==> src/source/spi_bridge_pkg.sv <==
//**********************************************************************
// Shared widths and types for the SPI to RAM bridge
// Holds the frame FSM states, the command byte layout, the received
// byte view and the bus request carried from the FSM to the bus side
//**********************************************************************
package spi_bridge_pkg;

    localparam int ADDR_W      = 12; // Bus address, 4096 bytes
    localparam int DATA_W      = 8;  // Bus data
    localparam int BIT_CNT_W   = 3;  // Counts eight bits per byte
    localparam int SYNC_STAGES = 2;  // Input synchroniser depth

    // Frame FSM, one state per expected byte
    typedef enum logic [2:0] {
        st_cmd,     // Waiting for the command byte
        st_data,    // Write data byte
        st_addr_lo, // Low address byte
        st_valid,   // Request issued this cycle
        st_done     // Idle until chip select drops
    } cmd_state_e;

    // Command byte, MSB first on the wire
    typedef struct packed {
        logic       we;       // 1 = write
        logic       set_addr; // 1 = low address byte follows
        logic [1:0] rsvd;     // Ignored
        logic [3:0] addr_hi;  // Upper address bits
    } cmd_fields_s;

    // Received byte seen raw or as a command
    typedef union packed {
        logic [DATA_W-1:0] raw;
        cmd_fields_s       cmd;
    } spi_byte_u;

    // One pending bus transfer
    typedef struct packed {
        logic [ADDR_W-1:0] addr;
        logic [DATA_W-1:0] wdata;
        logic              we;
    } bus_req_s;

endpackage

==> src/source/wb_requester.sv <==
//**********************************************************************
// Bus master side of the bridge
// Turns each request into one strobe, holds cycle until ack and
// returns read data to the transmit latch; stall covers the frame
//**********************************************************************
`timescale 1ns/10ps

module wb_requester (
    input  logic                                spi_cs_ni,
    input  logic                                spi_sck_i,
    input  logic                                sel_i,
    input  logic                                req_valid_i,
    input  spi_bridge_pkg::bus_req_s            req_i,
    input  logic                                ack_i,
    input  logic [spi_bridge_pkg::DATA_W-1:0]   rdata_i,
    output logic                                cyc_o,
    output logic                                stb_o,
    output spi_bridge_pkg::bus_req_s            bus_o,
    output logic                                tx_load_o,  // One cycle after a read ack
    output logic [spi_bridge_pkg::DATA_W-1:0]   rdata_o,
    output logic                                stall_o
);
    typedef enum logic [1:0] {wb_idle, wb_rx, wb_wait} wb_state_e;

    wb_state_e state;
    logic      sel_q;  // Frame start detect

    always_ff @(posedge spi_cs_ni or posedge spi_sck_i) begin
        if (spi_sck_i) begin
            state     <= wb_idle;
            sel_q     <= 1'b0;
            cyc_o     <= 1'b0;
            stb_o     <= 1'b0;
            tx_load_o <= 1'b0;
        end else begin
            sel_q     <= sel_i;
            stb_o     <= 1'b0;
            tx_load_o <= 1'b0;
            unique case (state)
                wb_idle: if (sel_i && !sel_q) state <= wb_rx;
                wb_rx: begin
                    if (!sel_i) begin
                        state <= wb_idle;  // Frame ended early, nothing to do
                    end else if (req_valid_i) begin
                        state <= wb_wait;
                        cyc_o <= 1'b1;
                        stb_o <= 1'b1;
                    end
                end
                wb_wait: begin
                    if (ack_i) begin
                        state     <= wb_idle;
                        cyc_o     <= 1'b0;
                        tx_load_o <= !bus_o.we;  // Writes keep the old read byte
                    end
                end
                default: state <= wb_idle;
            endcase
        end
    end

    always_ff @(posedge spi_cs_ni) begin
        if (state == wb_rx && req_valid_i) bus_o <= req_i;
        if (ack_i) rdata_o <= rdata_i;
    end

    assign stall_o = (state != wb_idle);

    a_stb_single_in_cyc: assert property (
        @(posedge spi_cs_ni) disable iff (spi_sck_i) stb_o |-> cyc_o ##1 !stb_o);

endmodule

==> config.mk <==
export PLATFORM = sky130hd
export DESIGN_NAME = wb_requester
export DESIGN_NICKNAME = d
export VERILOG_FILES = /design/src/source/spi_bridge_pkg.sv /design/src/source/wb_requester.sv
export SDC_FILE = /design/constraint.sdc
export NUM_CORES = 1
export LEC_CHECK = 0
export ABC_AREA = 0
export CELL_PAD_IN_SITES_DETAIL_PLACEMENT = 0
export CELL_PAD_IN_SITES_GLOBAL_PLACEMENT = 1
export CORE_MARGIN = 8
export CORE_UTILIZATION = 45
export CTS_BUF_LIST = sky130_fd_sc_hd__clkbuf_8
export DETAILED_ROUTE_END_ITERATION = 6
export DONT_BUFFER_PORTS = 1
export PLACE_DENSITY = 0.73
export SLEW_MARGIN = 20
export SYNTH_ARGS = -nofsm -noshare
export SYNTH_HDL_FRONTEND = slang
export SYNTH_SLANG_ARGS = --single-unit
==> constraint.sdc <==
create_clock -name spi_cs_ni -period 1.8 [get_ports spi_cs_ni]
set_input_delay 0.18 -clock spi_cs_ni [delete_from_list [all_inputs] [get_ports spi_cs_ni]]
set_output_delay 0.18 -clock spi_cs_ni [all_outputs]
set_load 0.005 [all_outputs]
=== Word-level counts from Yosys, hierarchy flattened ===
Cells that the tools add are included.

* Register bits after elaboration: 35
* Input bits: 34
* Output and inout port bits: 33
* Word-level logic and storage cells: 39

* Equality and inequality tests: 7
* Muxes and demuxes: 14
* Reduce and logical (&&, ||, !) cells: 9

{| class="wikitable"
|+ Operators by type and width
! kind !! count
|-
| 1-bit two-way mux || 8
|-
| 2-bit two-way mux || 4
|-
| 2-bit inequality test (second input constant) || 4
|-
| 2-bit one-hot mux with 3 select lines || 1
|-
| 4-bit AND reduction || 1
|-
| 2-bit nonzero test || 2
|-
| 3-bit inequality test (second input constant) || 1
|-
| 3-bit AND reduction || 1
|-
| 2-bit by 1-bit == test with 1-bit output (second input constant) || 1
|-
| 2-bit == test (second input constant) || 1
|-
| 1-bit logical AND || 2
|-
| 1-bit zero test || 2
|-
| 2-bit zero test || 1
|-
| 1-bit one-hot mux with 2 select lines || 1
|}

=== Logic depth before layout (Yosys ltp) ===
* Depth in word-level cells: 4
* Mapped depth: 2
* Mapped depth without buffers: 2

=== Worst setup path after synthesis ===
No wires, ideal clock.

* Path kind: reg-to-reg
* From: register state[0]
* To: register bus_o[0] in the netlist's numbering (enable)
* Library setup time: 399 ps
* Data arrival time: 1368 ps
* Data required time: 1401 ps
* Slack: 33 ps
* Cell stages (with the launch flop): 3
* Path buffers: 0
* Period minus slack after synthesis: 1767 ps
* Cell sequence: dfrtp_1 -> nand2_1 -> nor2_1

* Cells in the longest elaborated chain, start to end: 2

{| class="wikitable"
|+ Ends and longest elaborated chain
! item !! RTL line !! source
|-
| from (decl) || wb_requester.sv:25 || <nowiki>wb_state_e state;</nowiki>
|-
| from (signal assigned) || wb_requester.sv:30 || <nowiki>state <= wb_idle;</nowiki>
|-
| from (signal assigned) || wb_requester.sv:40 || <nowiki>wb_idle: if (sel_i && !sel_q) state <= wb_rx;</nowiki>
|-
| from (signal assigned) || wb_requester.sv:43 || <nowiki>state <= wb_idle;</nowiki>
|-
| 2-bit by 1-bit == test with 1-bit output || wb_requester.sv:63 || <nowiki>if (state == wb_rx && req_valid_i) bus_o <= req_i;</nowiki>
|-
| 1-bit logical AND || wb_requester.sv:63 ||
|-
| to (signal assigned) || wb_requester.sv:63 ||
|-
| to (decl) || wb_requester.sv:18 || <nowiki>output spi_bridge_pkg::bus_req_s bus_o,</nowiki>
|}

No other way between the ends.
A chain may end at the register's enable or synchronous reset.

=== Worst setup path after layout ===
* From: register state[0]
* To: output port stall_o

* Cells in the longest elaborated chain, start to end: 1

{| class="wikitable"
|+ Ends and longest elaborated chain
! item !! RTL line !! source
|-
| 2-bit nonzero test || wb_requester.sv:67 || <nowiki>assign stall_o = (state != wb_idle);</nowiki>
|-
| to (decl) || wb_requester.sv:21 || <nowiki>output logic stall_o</nowiki>
|}

No other way between the ends.

==> run summary <==
Setup crit start: state[0]
CP required: 1.62 ns
Port Buffer Count: 0
Area share of the largest cell type after synthesis: 0.787
Post-CTS repair timing setup buffer count: 0
Detail Placement HPWL: 1870 µm
Cell row count: 18
CP Launch Type: register
Nature of the critical path endpoint: primary output
RSZ-0062 raised after global routing: no
Nets@finish: 125
Num CTS Buffers: 5
Number of flops mapped to enable cells by yosys: 29
Core area: 2410 µm²
First drt pass iteration count: 4
Commonest cells in the netlist: 29 x edfxtp_1, 6 x dfrtp_1, 3 x nand2_1
Clock Skew: 0.00652 ns
Synthesized area per cell: 22.1 µm²
Buffer and inverter count on the worst path: 0
Pwr/cell area: 1030 nW/µm²
Dominant cell type by area after synthesis: edfxtp_1
Clock Path Buffers: 2
Global route total overflow: 0
Mapped cell area: 1110 µm²
Initial antenna violation count: 0
Die Width: 65.6 µm
Final slew viol count: 0
CP arrival: 1.05 ns
Ratio of cells with drive above 1 in the final layout: 0.120
Slowest CP cell: dfrtp_1
Synth top area cells: edfxtp_1 79%, dfrtp_1 14%, nand2b_1 1.1%
Via-per-instance ratio: 4.76
Root buf cell: clkbuf_8
Clock transition at path regs: 0.06 ns
Via count: 581
End of the worst register-to-register path: bus_o[16]
Worst min path class: primary input to register
Setup_tns: 0 ns
Syn_nets: 84
Post-synthesis sequential area ratio: 0.923
Htree depth: 2
Min-delay src: ack_i
P&R area growth vs syn: 42.4%
Die ar.: 4300 µm²
Worst slew pin tran: 0.323 ns
Top Ports: 67
Tcrit/Tclk final: 0.682
Height of the die: 65.6 µm
Hold slack: 0.0165 ns
Relative slew slack: 0.784
Initial Utilization: 0.459
Max Cap Viol: 0
CP max stage delay: 0.44 ns
Fmax: 814 MHz
Routability cong.: 0.677
Pin count of the biggest net entering global routing: 22
Cells after synthesis: 50
Tmin final: 1.23 ns
Final number of setup-violating endpoints: 0
Lkg Pwr: 0.589 nW
Vias in the first global route: 672
Reg2reg path depth: 3
WP depth: 1
Crit path cell chain: or2_2
Crit path capture: stall_o
Total track usage: 0.124
DRT antenna net count: 0
#FFs+latches synth: 35
Clock sinks: 35
Delay-heaviest family, CP: flip-flops
CP max FO: 7
Wire length of the first global-routing pass: 3750 µm
Diode count: 0
Most used flip-flop cell after synthesis: edfxtp_1
Endpoints failing hold: 0
Max rail drop VDD: 752 µV
WL final: 2580 µm
Clk Latency, worst-skew pair: 0.28 ns
DR iter-0 viols: 15
Yosys warnings: 0
Reg2reg start: state[0]
Drt wl/cell: 21.1 µm
Drt drc: 0
Ys async rst share: 0.171
Worst reg-to-reg setup slack: 0.58 ns
Outcome: completed
Top-count cell post-synth: edfxtp_1
CTS tree: done
Critical path class: register to primary output
Unique cell type count in the Yosys netlist: 13
power by group:
part	total, mW	leakage [nW]	internal, mW	switching (mW)
Sequential	0.961	0.346	0.930	0.0306
Combinational	0.0981	0.190	0.0629	0.0353
Clock	0.560	0.0524	0.302	0.258
Total	1.62	0.589	1.30	0.324
cell type report:
| cell class | instances | area (µm²) |
|---|---|---|
| Multi-Input combinational cell | 13 | 80.1 |
| Sequential cell | 35 | 1020 |
| Clock buffer | 6 | 82.6 |
| Timing Repair Buffer | 34 | 338 |
| Clock inverter | 2 | 8.76 |
| Inverter | 2 | 7.51 |
| Tap cell | 30 | 37.5 |
| Fill cell | 166 | 835 |
placed cells by master, fill, tap and decap left out:
cell / n
a21bo_2: 1
and4b_1: 1
buf_4: 1
clkbuf_8: 6
clkinv_2: 1
dfrtp_1: 6
dlygate4sd3_1: 33
edfxtp_1: 29
inv_1: 3
nand2_1: 3
nand2b_1: 2
nand3_1: 1
nand4b_1: 1
nor2_2: 1
nor3_1: 1
o21ai_0: 1
or2_2: 1
cell families after synthesis:
logic type             share of synthesized area
buffers and inverters                    0.00679
AOI/OAI and AO/OA                         0.0136
and+or+nand+nor                           0.0566
DFF                                        0.923
worst register-to-register path, stage by stage (launching register included):
cell and delay [ns]:
dfrtp_1 0.43, nand2_1 0.11, nor2_2 0.09, buf_4 0.28
worst min path at each step:
stage / to / cells past startpoint
after floorplan: cyc_o / 1
after global placement: stb_o / 1
after detailed placement: stb_o / 1
after CTS: tx_load_o / 2
after global routing: tx_load_o / 2
final: state[1] / 1
flip-flops by register name (all words and copies together), names as in the netlist:
register	cells
rdata_o	8
tx_load_o	1
stb_o	1
bus_o	21
sel_q	1
state	2
cyc_o	1
metrics by stage:
stage / cell area, µm² / cells / util / setup slack (ns) / power [mW]
2_1_floorplan: 1110 / 50 / - / 0.0334 / 0.996
3_3_place_gp: 1150 / 81 / 0.479 / 0.651 / 1.01
3_5_place_dp: 1150 / 81 / 0.479 / 0.596 / 1.02
4_1_cts: 1580 / 122 / 0.654 / 0.569 / 1.64
5_1_grt: 1580 / 122 / 0.654 / 0.489 / 1.68
6_report: 1580 / 122 / 0.654 / 0.572 / 1.62
layer usage:
layer	GRT usage	routed length (µm)	share of wire	vias up
li1	-	-	-	267
met1	0.107	841	0.33	277
met2	0.209	1420	0.55	32
met3	0.0748	268	0.10	5
met4	0.0817	46	0.018	0
met5	0	0	0	-
what timing repair did:
action                                 in CTS  in global routing
hold buffers                               33                  0
endpoints found under the hold margin      43                  0
resized for setup                           0                  0
Power figures use the tool's default switching activity.
