**src/source/spi_bridge_pkg.sv**
```systemverilog
//**********************************************************************
// Shared widths and types for the SPI to RAM bridge
// Holds the frame FSM states, the command byte layout, the received
// byte view and the bus request carried from the FSM to the bus side
//**********************************************************************
package spi_bridge_pkg;

    localparam int ADDR_W      = 12; // Bus address, 4096 bytes
    localparam int DATA_W      = 8;  // Bus data
    localparam int BIT_CNT_W   = 3;  // Counts eight bits per byte
    localparam int SYNC_STAGES = 2;  // Input synchroniser depth

    // Frame FSM, one state per expected byte
    typedef enum logic [2:0] {
        st_cmd,     // Waiting for the command byte
        st_data,    // Write data byte
        st_addr_lo, // Low address byte
        st_valid,   // Request issued this cycle
        st_done     // Idle until chip select drops
    } cmd_state_e;

    // Command byte, MSB first on the wire
    typedef struct packed {
        logic       we;       // 1 = write
        logic       set_addr; // 1 = low address byte follows
        logic [1:0] rsvd;     // Ignored
        logic [3:0] addr_hi;  // Upper address bits
    } cmd_fields_s;

    // Received byte seen raw or as a command
    typedef union packed {
        logic [DATA_W-1:0] raw;
        cmd_fields_s       cmd;
    } spi_byte_u;

    // One pending bus transfer
    typedef struct packed {
        logic [ADDR_W-1:0] addr;
        logic [DATA_W-1:0] wdata;
        logic              we;
    } bus_req_s;

endpackage

```
**src/source/spi_cmd_fsm.sv**
```systemverilog
//**********************************************************************
// Frame decoder for the SPI bridge
// Walks command, optional data and optional low address bytes, then
// issues one bus request per frame and waits for chip select to drop
//**********************************************************************
`timescale 1ns/10ps

module spi_cmd_fsm (
    input  logic                        spi_cs_ni,
    input  logic                        spi_sck_i,
    input  logic                        sel_i,
    input  logic                        byte_done_i,
    input  spi_bridge_pkg::spi_byte_u   rx_byte_i,
    output logic                        req_valid_o, // One cycle on entering st_valid
    output spi_bridge_pkg::bus_req_s    req_o
);
    import spi_bridge_pkg::*;

    cmd_state_e        state;
    cmd_fields_s       cmd_q;     // Command of the current frame
    logic [ADDR_W-1:0] addr_inc;  // Previous address plus one, wraps at 4096

    assign addr_inc = req_o.addr + 1'b1;

    always_ff @(posedge spi_cs_ni or posedge spi_sck_i) begin
        if (spi_sck_i) begin
            state       <= st_cmd;
            cmd_q       <= '0;
            req_valid_o <= 1'b0;
            req_o       <= '0;  // Address starts at zero
        end else begin
            req_valid_o <= 1'b0;
            if (!sel_i) begin
                state <= st_cmd;  // Deselect ends or aborts the frame
            end else begin
                unique case (state)
                    st_cmd: begin
                        if (byte_done_i) begin
                            cmd_q    <= rx_byte_i.cmd;
                            req_o.we <= rx_byte_i.cmd.we;
                            if (rx_byte_i.cmd.we) begin
                                state <= st_data;
                            end else if (rx_byte_i.cmd.set_addr) begin
                                state <= st_addr_lo;
                            end else begin
                                state       <= st_valid;  // Read at next address
                                req_valid_o <= 1'b1;
                                req_o.addr  <= addr_inc;
                            end
                        end
                    end
                    st_data: begin
                        if (byte_done_i) begin
                            req_o.wdata <= rx_byte_i.raw;
                            if (cmd_q.set_addr) begin
                                state <= st_addr_lo;
                            end else begin
                                state       <= st_valid;
                                req_valid_o <= 1'b1;
                                req_o.addr  <= addr_inc;
                            end
                        end
                    end
                    st_addr_lo: begin
                        if (byte_done_i) begin
                            state       <= st_valid;
                            req_valid_o <= 1'b1;
                            req_o.addr  <= {cmd_q.addr_hi, rx_byte_i.raw};
                        end
                    end
                    st_valid: state <= st_done;
                    st_done:  state <= st_done;  // Extra bytes are ignored
                    default:  state <= st_cmd;
                endcase
            end
        end
    end

    // Only one request until the frame is released
    a_one_req_per_frame: assert property (
        @(posedge spi_cs_ni) disable iff (spi_sck_i)
        req_valid_o |=> (!req_valid_o until !sel_i));

endmodule

```
**config.mk**
```make
export PLATFORM = sky130hd
export DESIGN_NAME = spi_cmd_fsm
export DESIGN_NICKNAME = d
export VERILOG_FILES = /design/src/source/spi_bridge_pkg.sv /design/src/source/spi_cmd_fsm.sv
export SDC_FILE = /design/constraint.sdc
export NUM_CORES = 1
export LEC_CHECK = 0
export CAP_MARGIN = 20
export CORE_ASPECT_RATIO = 0.6
export CORE_MARGIN = 3
export CORE_UTILIZATION = 66
export DETAILED_ROUTE_END_ITERATION = 10
export DONT_BUFFER_PORTS = 1
export GPL_ROUTABILITY_DRIVEN = 0
export PLACE_DENSITY_LB_ADDON = 0.3
export SYNTH_ARGS = -nofsm -noshare
export SYNTH_HDL_FRONTEND = slang
export SYNTH_SLANG_ARGS = --single-unit
```
**constraint.sdc**
```tcl
create_clock -name spi_cs_ni -period 3.2 [get_ports spi_cs_ni]
set_clock_uncertainty 0.05 [all_clocks]
set_input_delay 0.64 -clock spi_cs_ni [delete_from_list [all_inputs] [get_ports spi_cs_ni]]
set_output_delay 0.64 -clock spi_cs_ni [all_outputs]
set_load 0.005 [all_outputs]
```
Word level (Yosys, flattened, before mapping):

Index checks and enable logic that the tools add are counted.

* word-level logic and storage cells: 51
* output and inout bits: 22
* input port bits: 12
* register bits after elaboration: 30

* add/sub/neg operators: 1
* reduce and logical (&&, ||, !) cells: 7
* muxes and demuxes: 23
* eq/ne operators: 13

Operators with widths (count)
* two-way mux 12 bit: 5
* case mux 12 bit (3 select lines): 1
* two-way mux 20 bit: 1
* two-way mux 3 bit: 5
* adder 12 x 1 -> 12 bit (second input constant): 1
* != test 2 bit (second input constant): 6
* case mux 3 bit (4 select lines): 1
* two-way mux 1 bit: 9
* != test 3 bit (second input constant): 3
* AND reduction 3 bit: 3
* AND reduction 8 bit: 1
* equality test 3 x 2 -> 1 bit (second input constant): 2
* equality test 3 x 1 -> 1 bit (second input constant): 1
* equality test 3 bit (second input constant): 1
* zero test 3 bit: 1
* case mux 1 bit (3 select lines): 1
* nonzero test 3 bit: 1
* OR reduction 2 bit: 1

Depth between registers and ports, before layout:

Gate-level depths: netlist of run 1.

* depth after elaboration: 5
* depth in mapped cells: 6
* depth with buffers taken out: 5

Least setup slack after synthesis of run 1:

Ideal clock, no wire load.

* path kind: input -> register
* from: input port byte_done_i
* to: register req_o[1] (netlist name)
* cell stages on the path: 4
* setup time: 125 ps
* required time: 3025 ps
* slack: 1379 ps
* buffers on the path: 0
* arrival: 1646 ps
* cell sequence: inv_1 or2_4 nor3b_4 mux2_2

* longest elaborated chain between the ends: 1

RTL lines
* start: declaration: line spi_cmd_fsm.sv:12 `input logic byte_done_i,`
* AND reduction 3 bit (no line)
* end: declaration: line spi_cmd_fsm.sv:15 `output spi_bridge_pkg::bus_req_s req_o`

Every way passes these cells.
A chain may end at the register's enable or synchronous reset.

Final worst setup path of run 1:

* from: register state[1]
* to: register req_o[18] (netlist name)

* longest elaborated chain between the ends: 3
* elaborated cells between the ends (all ways): 12
* those cells by class: eq/ne (8); mux (1); reduce/logical (3)

RTL lines
* start: declaration: line spi_cmd_fsm.sv:19 `cmd_state_e state;`
* start signal: assignment: line spi_cmd_fsm.sv:27 `state <= st_cmd;`
* start signal: assignment: line spi_cmd_fsm.sv:34 `state <= st_cmd;`
* start signal: assignment: line spi_cmd_fsm.sv:42 `state <= st_data;`
* equality test 3 x 1 -> 1 bit (tied with other cells): line spi_cmd_fsm.sv:36 `unique case (state)`
* != test 2 bit (no line) or nonzero test 3 bit (tied branches)
* AND reduction 8 bit (no line)

Several ways; a longest one is shown, not always the timed one.

==> results.json, run 1 <==
{
  "status": "finished clean",
  "power_leakage_uw": 0.000684,
  "synth_cells": 149,
  "drtIter0Drc": 221,
  "yosysWarnings": 0,
  "ant_nets": 0,
  "cp-start-kind": "flip-flop",
  "antenna_found_initial": 0,
  "cellPowerDensity_nw_per_um2": 749,
  "min_period_ps": 2300,
  "clock-root-buffer": "clkbuf_8",
  "final_nets": 163,
  "drv_slew": 0,
  "drtPass1Iterations": 4,
  "vias": 1219,
  "rsz0062_at_grt": "false",
  "pwr-share-seq": 0.560,
  "dr_wl_met3_um": 261,
  "clk_latency_ps": 270,
  "synthFlopType": "dfrtp_1",
  "cp_cell_sequence": "nor3b_4 > or2_0 > a2bb2oi_1 > o22ai_1",
  "synth_top_area_cell": "dfrtp_1",
  "relSlewSlack": 0.417,
  "cts_tree": "done",
  "p_sw_frac": 0.363,
  "netlist_area_um2": 1590,
  "hold_class": "in -> async",
  "vdd_drop_max_v": 0.000557,
  "synth_top_area_share": 0.472,
  "ctsHtreeMaxLevel": 2,
  "worst_pin_slew_ps": 872,
  "num_rows": 13,
  "max_freq_ghz": 0.435,
  "mappedNetlistNets": 162,
  "critPathMaxStageDelay_ps": 660,
  "setup_violations": 0,
  "p_clk_frac": 0.224,
  "crit_buf_inv": 0,
  "grt_pass1_wl_um": 5780,
  "utilization": 0.749,
  "hold_viol_final": 0,
  "diodes": 0,
  "post_cts_resized": 0,
  "rr_startpoint": "state[1]$_DFFE_PP0P_",
  "clockBufferDepth": 2,
  "die_h_um": 44.0,
  "met1Wirelength_um": 1570,
  "die_area_um2": 3060,
  "die_w_um": 69.4,
  "path_clk_slew_ps": 60,
  "vias_per_cell": 6.77,
  "period_share": 0.719,
  "grt_pass1_vias": 1162,
  "synthTopCellsByArea": "dfrtp_1 (47%), mux2_2 (11%), a21oi_1 (4.1%)",
  "cp-end-kind": "flip-flop",
  "layout-drive-gt1-share": 0.200,
  "internal_power_uw": 797,
  "crit_type": "reg -> reg",
  "power.share.combinational": 0.216,
  "ys_types": 36,
  "numCtsBuffers": 5,
  "grt_usage": 0.251,
  "start_util": 0.714,
  "ys_seq_area_frac": 0.472,
  "core_area_um2": 2230,
  "cpLargestDelayFamily": "simple AND/OR/NAND/NOR gates",
  "ys_async_sr_fraction": 1.00,
  "syn_area_per_cell_um2": 10.7,
  "switchingPower_uw": 454,
  "dpl.cell_count": 173,
  "syn2layout_area_growth_pct": 4.87,
  "met2_length_um": 1670,
  "synth_edf_count": 0,
  "cts_setup_buffers": 0,
  "required_ps": 3260,
  "clock-sinks": 30,
  "crit_arrival_ps": 2360,
  "totalWireLength_um": 3530,
  "p_total_uw": 1250,
  "dpl.hpwl_um": 2570,
  "drcViolationCount": 0,
  "ys_ff_latch": 30,
  "dpl_cell_area_um2": 1590,
  "fin_setup_tns_ps": 0,
  "grt_max_degree": 25,
  "cp_slowest_cell": "dfrtp_1",
  "routedWlPerCell_um": 19.6,
  "final_cells": 180,
  "final_area_um2": 1670,
  "grt-ovfl-total": 0,
  "ios": 34,
  "post_cts_hold_buffer_count": 0,
  "r2r_cells": 4,
  "drv_cap": 0,
  "rrSetupSlack_ps": 900,
  "portBuffers": 0,
  "r2r-end": "req_o[18]$_DFFE_PP0P_",
  "routed.top_layer": "met4",
  "cp_max_fo": 17
}
synth_stat cells (2+ instances only):
library cell,count
dfrtp_1,30
inv_1,15
mux2_2,15
a21oi_1,13
o22ai_1,8
nand2_1,7
nor2_1,6
o21ai_0,6
buf_2,4
nand3_1,4
nand4_1,4
o31a_1,4
a32oi_1,3
and4_1,3
and2_1,2
buf_6,2
nor3_1,2
nor3b_4,2
nor4_1,2
sequential cells by signal, summed over array words and instances (netlist names):
name,cells
req_o,21
cmd_q,5
state,3
req_valid_o,1
cells by family after synthesis:
kind of cell | after synthesis | share of synthesized area
compound gates | 41 | 0.177
simple gates | 40 | 0.173
flops | 30 | 0.472
buf+inv | 22 | 0.0645
mux | 15 | 0.106
fa+ha+maj | 1 | 0.00786
worst max-delay path by stage:
stage,start,to,slack (ps),depth (start not counted)
final,state[1]$_DFFE_PP0P_,req_o[18]$_DFFE_PP0P_,900,4
after CTS,state[1]$_DFFE_PP0P_,req_o[18]$_DFFE_PP0P_,970,4
after global placement,state[1]$_DFFE_PP0P_,req_o[18]$_DFFE_PP0P_,1090,4
after global routing,state[1]$_DFFE_PP0P_,req_o[9]$_DFFE_PP0P_,740,4
after floorplan,byte_done_i,req_o[1]$_DFFE_PP0P_,1380,4
after detailed placement,state[1]$_DFFE_PP0P_,req_o[18]$_DFFE_PP0P_,1000,4
area by class of cell:
type	count	area [µm²]
sequential	30	751
multi-input combinational	97	738
fill	155	559
clock buffer	5	68.8
inverter	15	56.3
tap	30	37.5
clock inverter	2	10.0
timing repair buffer	1	7.51
routing by layer:
metal / global-route usage / up-vias
li1: - / 549
met2: 0.384 / 57
met1: 0.346 / 609
met3: 0.0839 / 4
met4: 0.0739 / 0
met5: 0 / -
cells in the final DEF, fill, tap and decap left out, types with 2 or more instances in the layout:
cell      instances
a21oi_1          13
a32oi_1           3
and2_1            2
and4_1            3
clkbuf_8          5
clkinv_2          2
dfrtp_1          30
inv_1            15
mux2_2           15
nand2_1           7
nand3_1           4
nand4_1           4
nor2_1            6
nor3_1            2
nor3b_4           2
nor4_1            2
o21ai_0           6
o22ai_1           8
o31a_1            4
power groups by stage:
stage          Combinational, µW  Clock (µW)  Sequential, µW
2_1_floorplan                240           0             641
3_3_place_gp                 254           0             690
3_5_place_dp                 266           0             704
4_1_cts                      269         286             698
5_1_grt                      307         305             719
6_report                     270         280             701
stage by stage:
step | hold slack [ps] | setup slack, ps
2_1_floorplan | 431 | 1380
3_3_place_gp | 450 | 1090
3_5_place_dp | 450 | 1000
4_1_cts | 284 | 966
5_1_grt | 314 | 743
6_report | 269 | 899
(Power assumes the default switching activity.)
==> run 2, diff against run 1 <==
--- a/config.mk
+++ b/config.mk
@@ -8,7 +8,7 @@
 export CAP_MARGIN = 20
 export CORE_ASPECT_RATIO = 0.6
 export CORE_MARGIN = 3
-export CORE_UTILIZATION = 66
+export CORE_UTILIZATION = 56
 export DETAILED_ROUTE_END_ITERATION = 10
 export DONT_BUFFER_PORTS = 1
 export GPL_ROUTABILITY_DRIVEN = 0
==> constraint.sdc (replaced) <==
create_clock -name spi_cs_ni -period 2.1 [get_ports spi_cs_ni]
set_clock_uncertainty 0.05 [all_clocks]
set_input_delay 0.42 -clock spi_cs_ni [delete_from_list [all_inputs] [get_ports spi_cs_ni]]
set_output_delay 0.42 -clock spi_cs_ni [all_outputs]
set_load 0.005 [all_outputs]
==> results.json, run 2 (synthesis gave the netlist of run 1 again) <==
{
  "dpl.hpwl_um": 2680,
  "portBuffers": 0,
  "routedWlPerCell_um": 18.8,
  "setup_ws_ps": 242,
  "fin_setup_tns_ps": 0,
  "die_h_um": 47.3,
  "post_cts_resized": 0,
  "final_nets": 170,
  "place_ws_ps": 234,
  "drtPass1Iterations": 4,
  "largestRegisters": "req_o (21), cmd_q (5), state (3)",
  "die_w_um": 74.8,
  "drcViolationCount": 0,
  "totalWireLength_um": 3570,
  "cp_slowest_cell": "dfrtp_1",
  "clock-root-buffer": "clkbuf_8",
  "die_area_um2": 3540,
  "critPathMaxStageDelay_ps": 460,
  "syn2layout_area_growth_pct": 12.3,
  "cpLargestDelayFamily": "simple AND/OR/NAND/NOR gates",
  "largest_register": "req_o",
  "hold_viol_final": 0,
  "min_period_ps": 1860,
  "cp_max_fo": 8,
  "core_area_um2": 2610,
  "diodes": 0,
  "hold_class": "in -> async",
  "max_freq_ghz": 0.538,
  "final_cells": 190,
  "clockBufferDepth": 2,
  "start_util": 0.610,
  "period_share": 0.885,
  "grt_pass1_wl_um": 5770,
  "required_ps": 2210,
  "internal_power_uw": 1520,
  "cellPowerDensity_nw_per_um2": 1250,
  "final_common_cell": "dfrtp_1",
  "dpl.cell_count": 182,
  "drv_cap": 0,
  "p_sw_frac": 0.317,
  "numCtsBuffers": 5,
  "grt_pass1_vias": 1188,
  "cp-start-kind": "flip-flop",
  "layout-drive-gt1-share": 0.241,
  "drv_slew": 0,
  "p_total_uw": 2230,
  "grt_usage": 0.229,
  "status": "finished clean",
  "most-common-layout-cells": "dfrtp_1 (30), inv_1 (15), mux2_2 (15), a21oi_1 (13)",
  "crit_buf_inv": 0,
  "vias_per_cell": 6.33,
  "cts_setup_buffers": 0,
  "drtIter0Drc": 88,
  "power_leakage_uw": 0.000746,
  "power.share.combinational": 0.206,
  "antenna_found_initial": 0,
  "relSlewSlack": 0.722,
  "crit_type": "reg -> reg",
  "p_clk_frac": 0.325,
  "ctsHtreeMaxLevel": 2,
  "clock-sinks": 30,
  "vias": 1203,
  "cp_cell_sequence": "nand2b_4 > or2_4 > nor3b_4 > mux2_2",
  "grt_max_degree": 31,
  "vdd_drop_max_v": 0.000660,
  "clk_latency_ps": 280,
  "cp-end-kind": "flip-flop",
  "cts_tree": "done",
  "worst_pin_slew_ps": 417,
  "fill_cells": 185,
  "largest_reg_flops": 21,
  "switchingPower_uw": 705,
  "setup_violations": 0,
  "crit_arrival_ps": 1970,
  "path_clk_slew_ps": 70,
  "pwr-share-seq": 0.469,
  "ios": 34,
  "rsz0062_at_grt": "false",
  "num_rows": 14,
  "post_cts_hold_buffer_count": 0,
  "grt-ovfl-total": 0,
  "ant_nets": 0
}
-- run 2: power by group through the flow --
stage	combinational (µW)	clock (µW)	sequential, µW
after floorplan	366	0	976
after global placement	431	0	1050
after detailed placement	457	0	1060
after CTS	460	739	1050
after global routing	520	766	1080
final	460	724	1040
-- run 2: area by class of cell --
type,count,area [µm²],area share
clock buffer,6,82.6,0.0462
clock inverter,2,60.1,0.0336
inverter,15,56.3,0.0315
multi-input combinational,97,738,0.413
sequential,30,751,0.420
tap,32,40.0,0.0224
timing repair buffer,8,60.1,0.0336
-- run 2: layer usage --
metal	GRT usage	up-vias	wire, µm
li1	-	564	-
met1	0.313	596	1680
met2	0.317	39	1560
met3	0.103	4	310
met4	0.0957	0	19
met5	0	-	0
-- run 2: final timing paths --
| kind | start | endpoint | slack, ps | depth (start not counted) |
|---|---|---|---|---|
| max | state[2]$_DFFE_PP0P_ | req_o[3]$_DFFE_PP0P_ | 240 | 4 |
| min | spi_sck_i | req_o[5]$_DFFE_PP0P_ | 50 | 2 |
| max reg2reg | state[2]$_DFFE_PP0P_ | req_o[3]$_DFFE_PP0P_ | 240 | 4 |
| min reg2reg | cmd_q[0]$_DFFE_PP0P_ | cmd_q[0]$_DFFE_PP0P_ | 470 | 1 |
| max in group asynchronous | spi_sck_i | req_o[15]$_DFFE_PP0P_ | 1680 | 2 |
| min in group spi_cs_ni | sel_i | state[0]$_DFFE_PP0P_ | 220 | 2 |
-- run 2: per-stage QoR --
stage	hold WS (ps)	instance area, µm²	util
2_1_floorplan	431	1590	-
3_3_place_gp	352	1650	0.630
3_5_place_dp	361	1650	0.630
4_1_cts	54.1	1790	0.685
5_1_grt	75.3	1790	0.685
6_report	47.3	1790	0.685
