===== config.mk =====
export PLATFORM = sky130hd
export DESIGN_NAME = spi_shifter
export DESIGN_NICKNAME = d
export VERILOG_FILES = /design/src/source/spi_bridge_pkg.sv /design/src/source/spi_shifter.sv
export SDC_FILE = /design/constraint.sdc
export NUM_CORES = 1
export LEC_CHECK = 0
export BUFFER_PORTS_ARGS = -buffer_cell sky130_fd_sc_hd__buf_2
export CORE_MARGIN = 5
export CORE_UTILIZATION = 55
export DETAILED_ROUTE_END_ITERATION = 7
export GPL_ROUTABILITY_DRIVEN = 0
export PLACE_DENSITY = 0.81
export SKIP_LAST_GASP = 1
export SLEW_MARGIN = 20
export SYNTH_ARGS = -nofsm -noshare
export SYNTH_HDL_FRONTEND = slang
export SYNTH_SLANG_ARGS = --single-unit

===== constraint.sdc =====
create_clock -name spi_cs_ni -period 2.5 [get_ports spi_cs_ni]
set_clock_uncertainty 0.15 [all_clocks]
set_input_delay 0.25 -clock spi_cs_ni [delete_from_list [all_inputs] [get_ports spi_cs_ni]]
set_output_delay 0.25 -clock spi_cs_ni [all_outputs]
set_load 0.01 [all_outputs]

===== src/source/spi_bridge_pkg.sv =====
//**********************************************************************
// Shared widths and types for the SPI to RAM bridge
// Holds the frame FSM states, the command byte layout, the received
// byte view and the bus request carried from the FSM to the bus side
//**********************************************************************
package spi_bridge_pkg;

    localparam int ADDR_W      = 12; // Bus address, 4096 bytes
    localparam int DATA_W      = 8;  // Bus data
    localparam int BIT_CNT_W   = 3;  // Counts eight bits per byte
    localparam int SYNC_STAGES = 2;  // Input synchroniser depth

    // Frame FSM, one state per expected byte
    typedef enum logic [2:0] {
        st_cmd,     // Waiting for the command byte
        st_data,    // Write data byte
        st_addr_lo, // Low address byte
        st_valid,   // Request issued this cycle
        st_done     // Idle until chip select drops
    } cmd_state_e;

    // Command byte, MSB first on the wire
    typedef struct packed {
        logic       we;       // 1 = write
        logic       set_addr; // 1 = low address byte follows
        logic [1:0] rsvd;     // Ignored
        logic [3:0] addr_hi;  // Upper address bits
    } cmd_fields_s;

    // Received byte seen raw or as a command
    typedef union packed {
        logic [DATA_W-1:0] raw;
        cmd_fields_s       cmd;
    } spi_byte_u;

    // One pending bus transfer
    typedef struct packed {
        logic [ADDR_W-1:0] addr;
        logic [DATA_W-1:0] wdata;
        logic              we;
    } bus_req_s;

endpackage


===== src/source/spi_shifter.sv =====
//**********************************************************************
// Serial shift registers for mode 0, MSB first
// Receives host bits on sclk rise and sends the latched read byte
// back during the command byte of the following frame
//**********************************************************************
`timescale 1ns/10ps

module spi_shifter (
    input  logic                                spi_cs_ni,
    input  logic                                spi_sck_i,
    input  logic                                sd_i,       // Host to bridge
    input  logic                                rise_i,
    input  logic                                fall_i,
    input  logic                                sel_i,
    input  logic                                tx_load_i,  // Read data strobe
    input  logic [spi_bridge_pkg::DATA_W-1:0]   tx_data_i,
    output spi_bridge_pkg::spi_byte_u           rx_byte_o,  // Valid with byte_done
    output logic                                sd_o        // Bridge to host
);
    import spi_bridge_pkg::*;

    logic [SYNC_STAGES-1:0] sd_sync;  // Matches the sclk synchroniser delay
    logic [DATA_W-1:0]      rx_sr;
    logic [DATA_W-1:0]      tx_sr;
    logic [DATA_W-1:0]      tx_latch; // Last read result
    logic                   sel_q;

    always_ff @(posedge spi_cs_ni) begin
        sd_sync <= {sd_sync[SYNC_STAGES-2:0], sd_i};
        if (rise_i) begin
            rx_sr <= {rx_sr[DATA_W-2:0], sd_sync[SYNC_STAGES-1]};
        end
    end

    // Includes the bit arriving on this rise
    assign rx_byte_o.raw = {rx_sr[DATA_W-2:0], sd_sync[SYNC_STAGES-1]};

    always_ff @(posedge spi_cs_ni or posedge spi_sck_i) begin
        if (spi_sck_i) begin
            tx_latch <= '0;
            tx_sr    <= '0;
            sel_q    <= 1'b0;
        end else begin
            sel_q <= sel_i;
            if (tx_load_i) tx_latch <= tx_data_i;
            if (sel_i && !sel_q) begin
                tx_sr <= tx_latch;  // Frame start, MSB goes out at once
            end else if (fall_i) begin
                tx_sr <= {tx_sr[DATA_W-2:0], 1'b0};
            end
        end
    end

    assign sd_o = tx_sr[DATA_W-1];

endmodule


; Word level (Yosys, flattened, before mapping)
; Cells that the tools add are included.
[op_classes]
n_mux = 2
reduce_logical = 3
[ops]
columns = operator, count
row1 = 8-bit 2-to-1 mux, 2
row2 = 2-bit nonzero test, 1
row3 = 1-bit logical AND, 1
row4 = 1-bit logical NOT, 1
[word_totals]
in_bits = 15
out_inout_bits = 9
word_cells = 10
reg_bits = 26

; Logic depth before layout (Yosys ltp)
; Gate-level depths: netlist of run 1.
[logic_depth]
word_depth = 3
depth_mapped = 3
depth_no_buf = 2

; Least setup slack after synthesis of run 1
; OpenSTA, ideal clock, no wires.
[synth_path]
kind = register -> register
from = register sel_q
to = register tx_sr[0]
synth_period_minus_slack_ps = 1212
setup_time_ps = 125
slack_ps = 1288
required_ps = 2225
n_path_buf = 1
path_stages_with_launch = 4
arrival_ps = 937
cell_sequence = dfrtp_1 -> nand2b_1 -> buf_2 -> mux2_2
[synth_via]
elab_chain_cells = 3
word_cells_on_any_way = 4
classes_between = mux: 1 / reduce/logical: 3
[synth_rtl]
columns = item, line
row1 = from (decl), spi_shifter.sv:26  ; logic sel_q;
row2 = from (signal assigned), spi_shifter.sv:44  ; sel_q <= sel_i;
row3 = 1-bit logical NOT *, spi_shifter.sv:46  ; if (sel_i && !sel_q) begin
row4 = 1-bit logical AND *, spi_shifter.sv:46
row5 = 8-bit 2-to-1 mux or 2-bit nonzero test (tied branches), -
row6 = to (signal assigned), spi_shifter.sv:47  ; tx_sr <= tx_latch;
row7 = to (signal assigned), spi_shifter.sv:49  ; tx_sr <= {tx_sr[DATA_W-2:0], 1'b0};
row8 = to (decl), spi_shifter.sv:24  ; logic [DATA_W-1:0] tx_sr;
; Mark *: on every way between the ends. The rest lies on a longest branch, timed or not.
; A chain may end at the register's enable or synchronous reset.

; Final worst setup path of run 1
[layout_path]
from = input port sel_i
to = register tx_sr[0]
[layout_via]
elab_chain_cells = 2
word_cells_on_any_way = 3
classes_between = mux: 1 / reduce/logical: 2
[layout_rtl]
columns = item, line
row1 = from (decl), spi_shifter.sv:14  ; input logic sel_i,
row2 = 1-bit logical AND *, spi_shifter.sv:46
row3 = 8-bit 2-to-1 mux or 2-bit nonzero test (tied branches), -
; Marked as above.

==> results.txt, run 1 <==
Status: complete, no violations
Crit path max-delay family: buffers and inverters
Reg2reg end: tx_sr[0]$_DFFE_PP0P_
Ant. Diodes: 0
Kind of critical path: in2reg
Post-cts sizing count: 0
Input/output buffers: 23
R2R cell count: 2
Starting DRT DRC Count: 0
Nets: 102
Synth area leaders: dfrtp_1 41%, edfxtp_1 20%, mux2_4 20%
Slew headroom: 57.1%
Drt first pass iters: 1
CTS max path bufs: 2
Worst hold path type: in2reg
DP HPWL: 1140 µm
Register area: 676 µm²
Routed Antenna Nets: 0
DRC Markers: 0
First-pass GRT wire length: 2660 µm
Post-Route WL: 1600 µm
Synth Area in Simple Gates: 1.45%
Min Tclk post-route: 1.60 ns
TritonCTS buffer count: 3
Crit end category: flop
Syn_area_per_cell: 18.5 µm²
Hold_sp: tx_data_i[1]
Met3 usage: 2.54%
Worst hold slack: 0.0130 ns
Leading area contributor after synthesis: dfrtp_1
Initial antenna violation count: 0
Mapped Cells: 56
Reg-to-reg startpoint: sel_q$_DFF_PP0_
Adder-Cell Fraction of Synth Area: 0%
Final worst path period share: 64.0%
Synthesized area: 1030 µm²
Mux cell area share after synthesis: 30.1%
Full die area: 2850 µm²
Yosys Warn Count: 0
Compound-Gate Fraction of Synth Area: 0%
Core Area: 1760 µm²
Clk sinks: 26
Share of cells above drive strength 1: 58.1%
Post-Synth XOR/XNOR Area: 0%
Cell with the most instances after synthesis: dfrtp_1
RSZ-0062 raised after global routing: false
GRT Util Overall: 13.2%
Pwr per Cell Area: 675 nW/µm²
Die Wd: 53.4 µm
Count of final setup violators: 0
Worst hold stages: 2
Syn-to-layout area delta: 20.7%
Setup TNS: 0 ns
Synthesized Nets: 71
GRT met2 Usage: 21.0%
Maxcap violations: 0
EDFF count, synth: 7
Sequential area share after synthesis: 65.3%
Max VDD drop: 475 µV
Vias in the first global route: 562
CP Buf/Inv Count: 2
Worst Path Required: 2.56 ns
Startpoint Class: input pin
Fill cells: 132
R2r setup slk: 1.12 ns
Top Ports: 24
Post-synth top area share: 41.1%
Clock transition at path regs: 0.13 ns
H-tree depth: 1
Hold-fix buffers, CTS: 5
Async SR Flop Fraction: 65.4%
Clk root buf: clkbuf_4
Yosys reg bits: 26
Largest net degree at the start of global routing: 18
Via/cell ratio: 4.82
Cell row count: 15
Multi-input logic area: 327 µm²
Initial Util: 58.7%
Global route overflow: 0
Grt met1 use: 17.1%
Hold Fails Final Rpt: 0
Worst Tran Pin Value: 0.643 ns
Critical-path top delay cell: dlygate4sd3_1
P_leak: 0.000593 µW
WL/cell: 14.4 µm
Critical path peak fanout: 8
Pins Over Slew Limit: 0
Netlist cell types: 11
Worst Hold Endpoint: tx_latch[1]$_DFFE_PP0P_
Predominant post-synthesis flop cell: dfrtp_1
Commonest cells post-synth: 17 x dfrtp_1, 14 x mux2_4, 9 x mux2_2
Vias: 535
Post CTS Setup Buffer Count: 0
CTS tree: yes
CP arrival: 1.66 ns
CP max stage delay: 0.53 ns
Busiest grt layer: met2
Die Y: 53.4 µm
Clk_lat worst skew: 0.31 ns
Fmax achieved: 625 MHz
Largest family of logic cells by synthesized area: multiplexers
Worst path cell trace: dlygate4sd3_1 -> buf_2 -> nand2b_1 -> mux2_2
stage by stage:
| stage | cells | worst slack, ns | cell area (µm²) | utilization [%] | total power, µW |
|---|---|---|---|---|---|
| after floorplan | 56 | 1.29 | 1030 | - | 632 |
| after global placement | 100 | 1.15 | 1150 | 65.3 | 665 |
| after detailed placement | 100 | 1.10 | 1150 | 65.3 | 671 |
| after CTS | 109 | 0.907 | 1230 | 69.6 | 850 |
| after global routing | 111 | 0.843 | 1250 | 70.8 | 886 |
| final | 111 | 0.901 | 1250 | 70.8 | 842 |
cell families (layout without fill, tap and decap cells):
kind of cell | Yosys count | count (layout)
AND/OR/NAND/NOR | 2 | 2
buffers and inverters | 5 | 35
flip-flops | 26 | 26
multiplexers | 23 | 23
layout by cell type, fill, tap and decap left out:
cell type	count
clkbuf_4	3
edfxtp_1	7
nand2b_1	1
dlygate4sd3_1	7
inv_1	1
and2b_2	1
mux2_4	14
mux2_2	9
dfrtp_1	17
dfxtp_1	2
buf_2	23
clkinv_1	1
routing by layer:
layer,vias to the layer above,part of all wire [%]
li1,257,-
met5,-,0
met1,260,47
met4,0,1.7
met2,14,46
met3,4,5.1
cell type report:
class,instances,share of cell area [%]
Tap cell,25,2.51
Inverter,1,0.301
Multi-Input combinational cell,25,26.2
Clock buffer,3,1.80
Clock inverter,1,0.301
Timing Repair Buffer,30,14.8
Sequential cell,26,54.1
worst max path at each step:
| stage | startpoint | end | slack [ns] | depth (start not counted) |
|---|---|---|---|---|
| 2_1_floorplan | sel_q$_DFF_PP0_ | tx_sr[0]$_DFFE_PP0P_ | 1.29 | 3 |
| 3_3_place_gp | sel_i | tx_sr[0]$_DFFE_PP0P_ | 1.15 | 3 |
| 3_5_place_dp | sel_i | tx_sr[0]$_DFFE_PP0P_ | 1.10 | 3 |
| 4_1_cts | sel_i | tx_sr[0]$_DFFE_PP0P_ | 0.91 | 4 |
| 5_1_grt | sel_i | tx_sr[0]$_DFFE_PP0P_ | 0.84 | 4 |
| 6_report | sel_i | tx_sr[0]$_DFFE_PP0P_ | 0.90 | 4 |
flip-flops by register name (all words and copies together), names as in the netlist:
name / flops
sel_q: 1
sd_sync: 2
tx_latch: 8
rx_sr: 7
tx_sr: 8
worst register-to-register path, delay by kind of cell, from the launching register on:
family / cells / cell delay (ns)
AND/OR/NAND/NOR: 1 / 0.40
multiplexers: 1 / 0.39
flip-flops: 1 / 0.34
power by group:
| part | total, µW | internal (µW) | switching (µW) |
|---|---|---|---|
| Sequential | 511 | 486 | 24.7 |
| Clock | 173 | 58.4 | 114 |
| Combinational | 159 | 108 | 50.6 |
| Total | 842 | 653 | 189 |
Note: power is estimated with default switching activity, not from simulation.
==> inputs of run 2 (changes only) <==
--- a/config.mk
+++ b/config.mk
@@ -7,10 +7,10 @@
 export LEC_CHECK = 0
 export BUFFER_PORTS_ARGS = -buffer_cell sky130_fd_sc_hd__buf_2
 export CORE_MARGIN = 5
-export CORE_UTILIZATION = 55
+export CORE_UTILIZATION = 51
 export DETAILED_ROUTE_END_ITERATION = 7
 export GPL_ROUTABILITY_DRIVEN = 0
-export PLACE_DENSITY = 0.81
+export PLACE_DENSITY = 0.76
 export SKIP_LAST_GASP = 1
 export SLEW_MARGIN = 20
 export SYNTH_ARGS = -nofsm -noshare
==> constraint.sdc (replaced) <==
create_clock -name spi_cs_ni -period 1.6 [get_ports spi_cs_ni]
set_clock_uncertainty 0.15 [all_clocks]
set_input_delay 0.16 -clock spi_cs_ni [delete_from_list [all_inputs] [get_ports spi_cs_ni]]
set_output_delay 0.16 -clock spi_cs_ni [all_outputs]
set_load 0.01 [all_outputs]
==> results.txt, run 2 (synthesis gave the netlist of run 1 again) <==
R2R cell count: 2
Reg2reg end: tx_sr[0]$_DFFE_PP0P_
Status: complete, no violations
Sw Pwr: 301 µW
Pwr per Cell Area: 1130 nW/µm²
Setup crit end: tx_sr[0]$_DFFE_PP0P_
Setup ws final: 0.0993 ns
Clock transition at path regs: 0.13 ns
DP Area: 1150 µm²
H-tree depth: 1
Hold Fails Final Rpt: 0
Count of final setup violators: 0
Vias in the first global route: 602
Input/output buffers: 23
Reg-to-reg startpoint: sel_q$_DFF_PP0_
Fill cells: 128
Fmax achieved: 666 MHz
Largest registers: tx_latch x8, tx_sr x8, rx_sr x7
CTS max path bufs: 2
Final instance area: 1320 µm²
RSZ-0062 raised after global routing: false
DP Worst Slack: 0.237 ns
Maxcap violations: 0
Worst Path Required: 1.67 ns
Routed Antenna Nets: 0
Via/cell ratio: 4.72
Clk pwr share: 29.5%
Post-Route WL: 1480 µm
Initial Util: 53.3%
Kind of critical path: in2reg
Full die area: 3030 µm²
Share of cells above drive strength 1: 56.7%
Critical path peak fanout: 8
Die Wd: 55.0 µm
Clk_lat worst skew: 0.31 ns
Nets: 106
Commonest non-fill, non-tap cell in the layout: buf_2
Reg power frac: 53.5%
CTS tree: yes
Initial antenna violation count: 0
Global route overflow: 0
Crit end category: flop
M1 WL: 730 µm
Die Y: 55.0 µm
Placed Instances: 102
Max VDD drop: 778 µV
TritonCTS buffer count: 3
Min Tclk post-route: 1.50 ns
First-pass GRT wire length: 2610 µm
Drt first pass iters: 4
Cell row count: 16
Syn-to-layout area delta: 27.3%
CP arrival: 1.57 ns
DRC Markers: 0
R2r setup slk: 0.22 ns
P_leak: 0.000622 µW
Vias: 552
Setup TNS: 0 ns
Core Area: 1940 µm²
Top Ports: 24
GRT Util Overall: 12.3%
Final worst path period share: 93.8%
Slew headroom: 59.6%
Critical path origin: sel_i
Pins Over Slew Limit: 0
Clk sinks: 26
Worst Tran Pin Value: 0.605 ns
Clk root buf: clkbuf_4
Largest net degree at the start of global routing: 18
DR WL met2: 693 µm
Startpoint Class: input pin
Non-filler cells, final: 117
Met3 WL: 47 µm
Post-cts sizing count: 0
Most frequent cells in the layout: 23 x buf_2, 17 x dfrtp_1, 14 x mux2_4, 11 x dlygate4sd3_1, 9 x mux2_2
Internal: 1190 µW
Switching share of power: 20.2%
WL/cell: 12.7 µm
Starting DRT DRC Count: 13
Ant. Diodes: 0
Top layer in use: met4
Comb power frac: 17.0%
Worst hold path type: in2reg
## run 2: changes by cell type in the layout (fill, tap and decap cells not counted)
cell,change
clkinv_1,-1
bufinv_16,+1
dlygate4sd3_1,+4
## run 2: through the flow
step	power (µW)	hold WS (ns)	util, %
after floorplan	987	-0.0639	-
after global placement	1040	0.102	59.5
after detailed placement	1050	0.113	59.5
after CTS	1500	0.00759	67.8
after global routing	1550	0.0109	67.8
final	1490	0.0162	67.8
## run 2: power by group through the flow
stage          combinational, µW  clock, µW  sequential (µW)
2_1_floorplan                177          0              810
3_3_place_gp                 230          0              806
3_5_place_dp                 233          0              813
4_1_cts                      256        444              797
5_1_grt                      275        468              806
6_report                     253        439              796
## run 2: worst min-delay path by stage
stage                   start                 endpoint  cells after the start
floorplan           spi_sck_i          sel_q$_DFF_PP0_                      1
global placement    spi_sck_i  tx_latch[5]$_DFFE_PP0P_                      2
detailed placement  spi_sck_i  tx_latch[5]$_DFFE_PP0P_                      2
CTS                    rise_i       rx_sr[0]$_DFFE_PP_                      1
global route           rise_i       rx_sr[6]$_DFFE_PP_                      1
finish                 rise_i       rx_sr[0]$_DFFE_PP_                      1
## run 2: critical path: stages
cell,delay [ns]
dlygate4sd3_1,0.53
buf_2,0.13
nand2b_1,0.35
mux2_2,0.39
## run 2: layout make-up
class,instances,area [µm²],area share (%)
multi-input combinational,25,327,24.8
sequential,26,676,51.3
clock inverter,1,30.0,2.28
clock buffer,3,22.5,1.71
tap,27,33.8,2.56
timing repair buffer,34,225,17.1
inverter,1,3.75,0.285
## run 2: metal layers
layer  vias up  global-route usage (%)
li1        265                       -
met1       272                    16.8
met2        13                    18.7
met3         2                    1.61
met4         0                    7.29
met5         -                       0
## run 2: timing repair
action / 4_1_cts / 5_1_grt
hold endpoints to repair: 27 / 0
hold buffers: 11 / 0
setup buffers: 0 / 0
==> inputs of run 3 (changes only) <==
--- a/config.mk
+++ b/config.mk
@@ -7,10 +7,9 @@
 export LEC_CHECK = 0
 export BUFFER_PORTS_ARGS = -buffer_cell sky130_fd_sc_hd__buf_2
 export CORE_MARGIN = 5
-export CORE_UTILIZATION = 51
+export CORE_UTILIZATION = 35
 export DETAILED_ROUTE_END_ITERATION = 7
 export GPL_ROUTABILITY_DRIVEN = 0
-export PLACE_DENSITY = 0.76
 export SKIP_LAST_GASP = 1
 export SLEW_MARGIN = 20
 export SYNTH_ARGS = -nofsm -noshare
==> results.txt, run 3 (synthesis gave the netlist of run 1 again) <==
First-pass GRT wire length: 2780 µm
Slew headroom: 58.6%
CTS tree: yes
Worst hold stages: 2
Via/cell ratio: 4.42
CP arrival: 1.55 ns
P_leak: 0.000614 µW
Clk_lat worst skew: 0.31 ns
GRT Util Overall: 8.88%
Hold_sp: tx_load_i
Hold-fix buffers, CTS: 11
Starting DRT DRC Count: 0
Drt first pass iters: 1
Reg2reg end: tx_sr[0]$_DFFE_PP0P_
R2r setup slk: 0.23 ns
Count of final setup violators: 0
Status: complete, no violations
Post-Route WL: 1570 µm
Final worst path period share: 93.2%
Min Tclk post-route: 1.49 ns
TritonCTS buffer count: 3
DRC Markers: 0
Nets: 107
Die Wd: 64.4 µm
R2R cell count: 2
Worst hold path type: in2reg
Vias in the first global route: 612
Reg-to-reg startpoint: sel_q$_DFF_PP0_
Clk root buf: clkbuf_4
Global route overflow: 0
Final core occ: 46.6%
Startpoint Class: input pin
Largest net degree at the start of global routing: 18
H-tree depth: 1
Post-cts sizing count: 0
Largest registers: tx_latch x8, tx_sr x8, rx_sr x7
Clock transition at path regs: 0.13 ns
Vias: 539
RSZ-0062 raised after global routing: false
Maxcap violations: 0
Crit end category: flop
Pins Over Slew Limit: 0
Input/output buffers: 23
Initial Util: 36.9%
WL/cell: 12.9 µm
Top Ports: 24
Max VDD drop: 518 µV
Setup TNS: 0 ns
Most frequent cells in the layout: 23 x buf_2, 17 x dfrtp_1, 14 x mux2_4, 12 x dlygate4sd3_1, 9 x mux2_2
Kind of critical path: in2reg
Worst Hold Endpoint: tx_latch[2]$_DFFE_PP0P_
Initial antenna violation count: 0
DP Area: 1160 µm²
Full die area: 4140 µm²
Worst Tran Pin Value: 0.620 ns
Die Y: 64.4 µm
Share of cells above drive strength 1: 54.9%
Cell row count: 19
Post CTS Setup Buffer Count: 0
Final instance area: 1310 µm²
Commonest non-fill, non-tap cell in the layout: buf_2
Syn-to-layout area delta: 26.2%
Worst Path Required: 1.66 ns
Ant. Diodes: 0
Routed Antenna Nets: 0
Critical path peak fanout: 8
Clk sinks: 26
Fmax achieved: 671 MHz
CTS max path bufs: 2
Core Area: 2810 µm²
Pwr per Cell Area: 1010 nW/µm²
Hold Fails Final Rpt: 0
## run 3: changes by cell type in the layout (fill, tap and decap cells not counted), sizes merged
cell         previous run  this run
bufinv                  1         0
dlygate4sd3            11        12
clkbuf                  3         4
## run 3: worst max-delay path, stage by stage
cell,delay [ns]
dlygate4sd3_1,0.53
buf_2,0.13
nand2b_1,0.35
mux2_2,0.39
## run 3: layout make-up
type / count / area, µm²
fill: 251 / 1500
sequential: 26 / 676
multi-input combinational: 25 / 327
timing repair buffer: 35 / 235
tap: 31 / 38.8
clock buffer: 4 / 26.3
inverter: 1 / 3.75
## run 3: power by group
part / switching (µW) / internal (µW) / leakage, µW
logic: 78.7 / 177 / 0.000311
clock network: 178 / 97.4 / 0.0000150
registers: 35.3 / 759 / 0.000288
## run 3: metrics by stage
step | hold slack, ns | power (µW) | cells | setup slack (ns)
after floorplan | -0.0639 | 987 | 56 | 0.388
after CTS | 0.00834 | 1350 | 121 | 0.117
final | 0.0760 | 1330 | 122 | 0.109
after detailed placement | 0.115 | 1050 | 106 | 0.245
after global placement | 0.109 | 1040 | 106 | 0.268
after global routing | 0.0605 | 1420 | 122 | 0.106
## run 3: how the worst max path moves through the flow
| stage | slack [ns] | start | endpoint |
|---|---|---|---|
| floorplan | 0.39 | sel_q$_DFF_PP0_ | tx_sr[0]$_DFFE_PP0P_ |
| detailed placement | 0.25 | sel_q$_DFF_PP0_ | tx_sr[0]$_DFFE_PP0P_ |
| global route | 0.11 | sel_i | tx_sr[0]$_DFFE_PP0P_ |
| global placement | 0.27 | sel_q$_DFF_PP0_ | tx_sr[0]$_DFFE_PP0P_ |
| finish | 0.11 | sel_i | tx_sr[0]$_DFFE_PP0P_ |
| CTS | 0.12 | sel_i | tx_sr[0]$_DFFE_PP0P_ |
## run 3: metal layers
layer	up-vias	routed length (µm)	track usage (%)
met5	-	0	0
met3	4	34	1.58
met2	9	821	14.8
met1	260	671	9.90
li1	266	-	-
met4	0	43	7.12
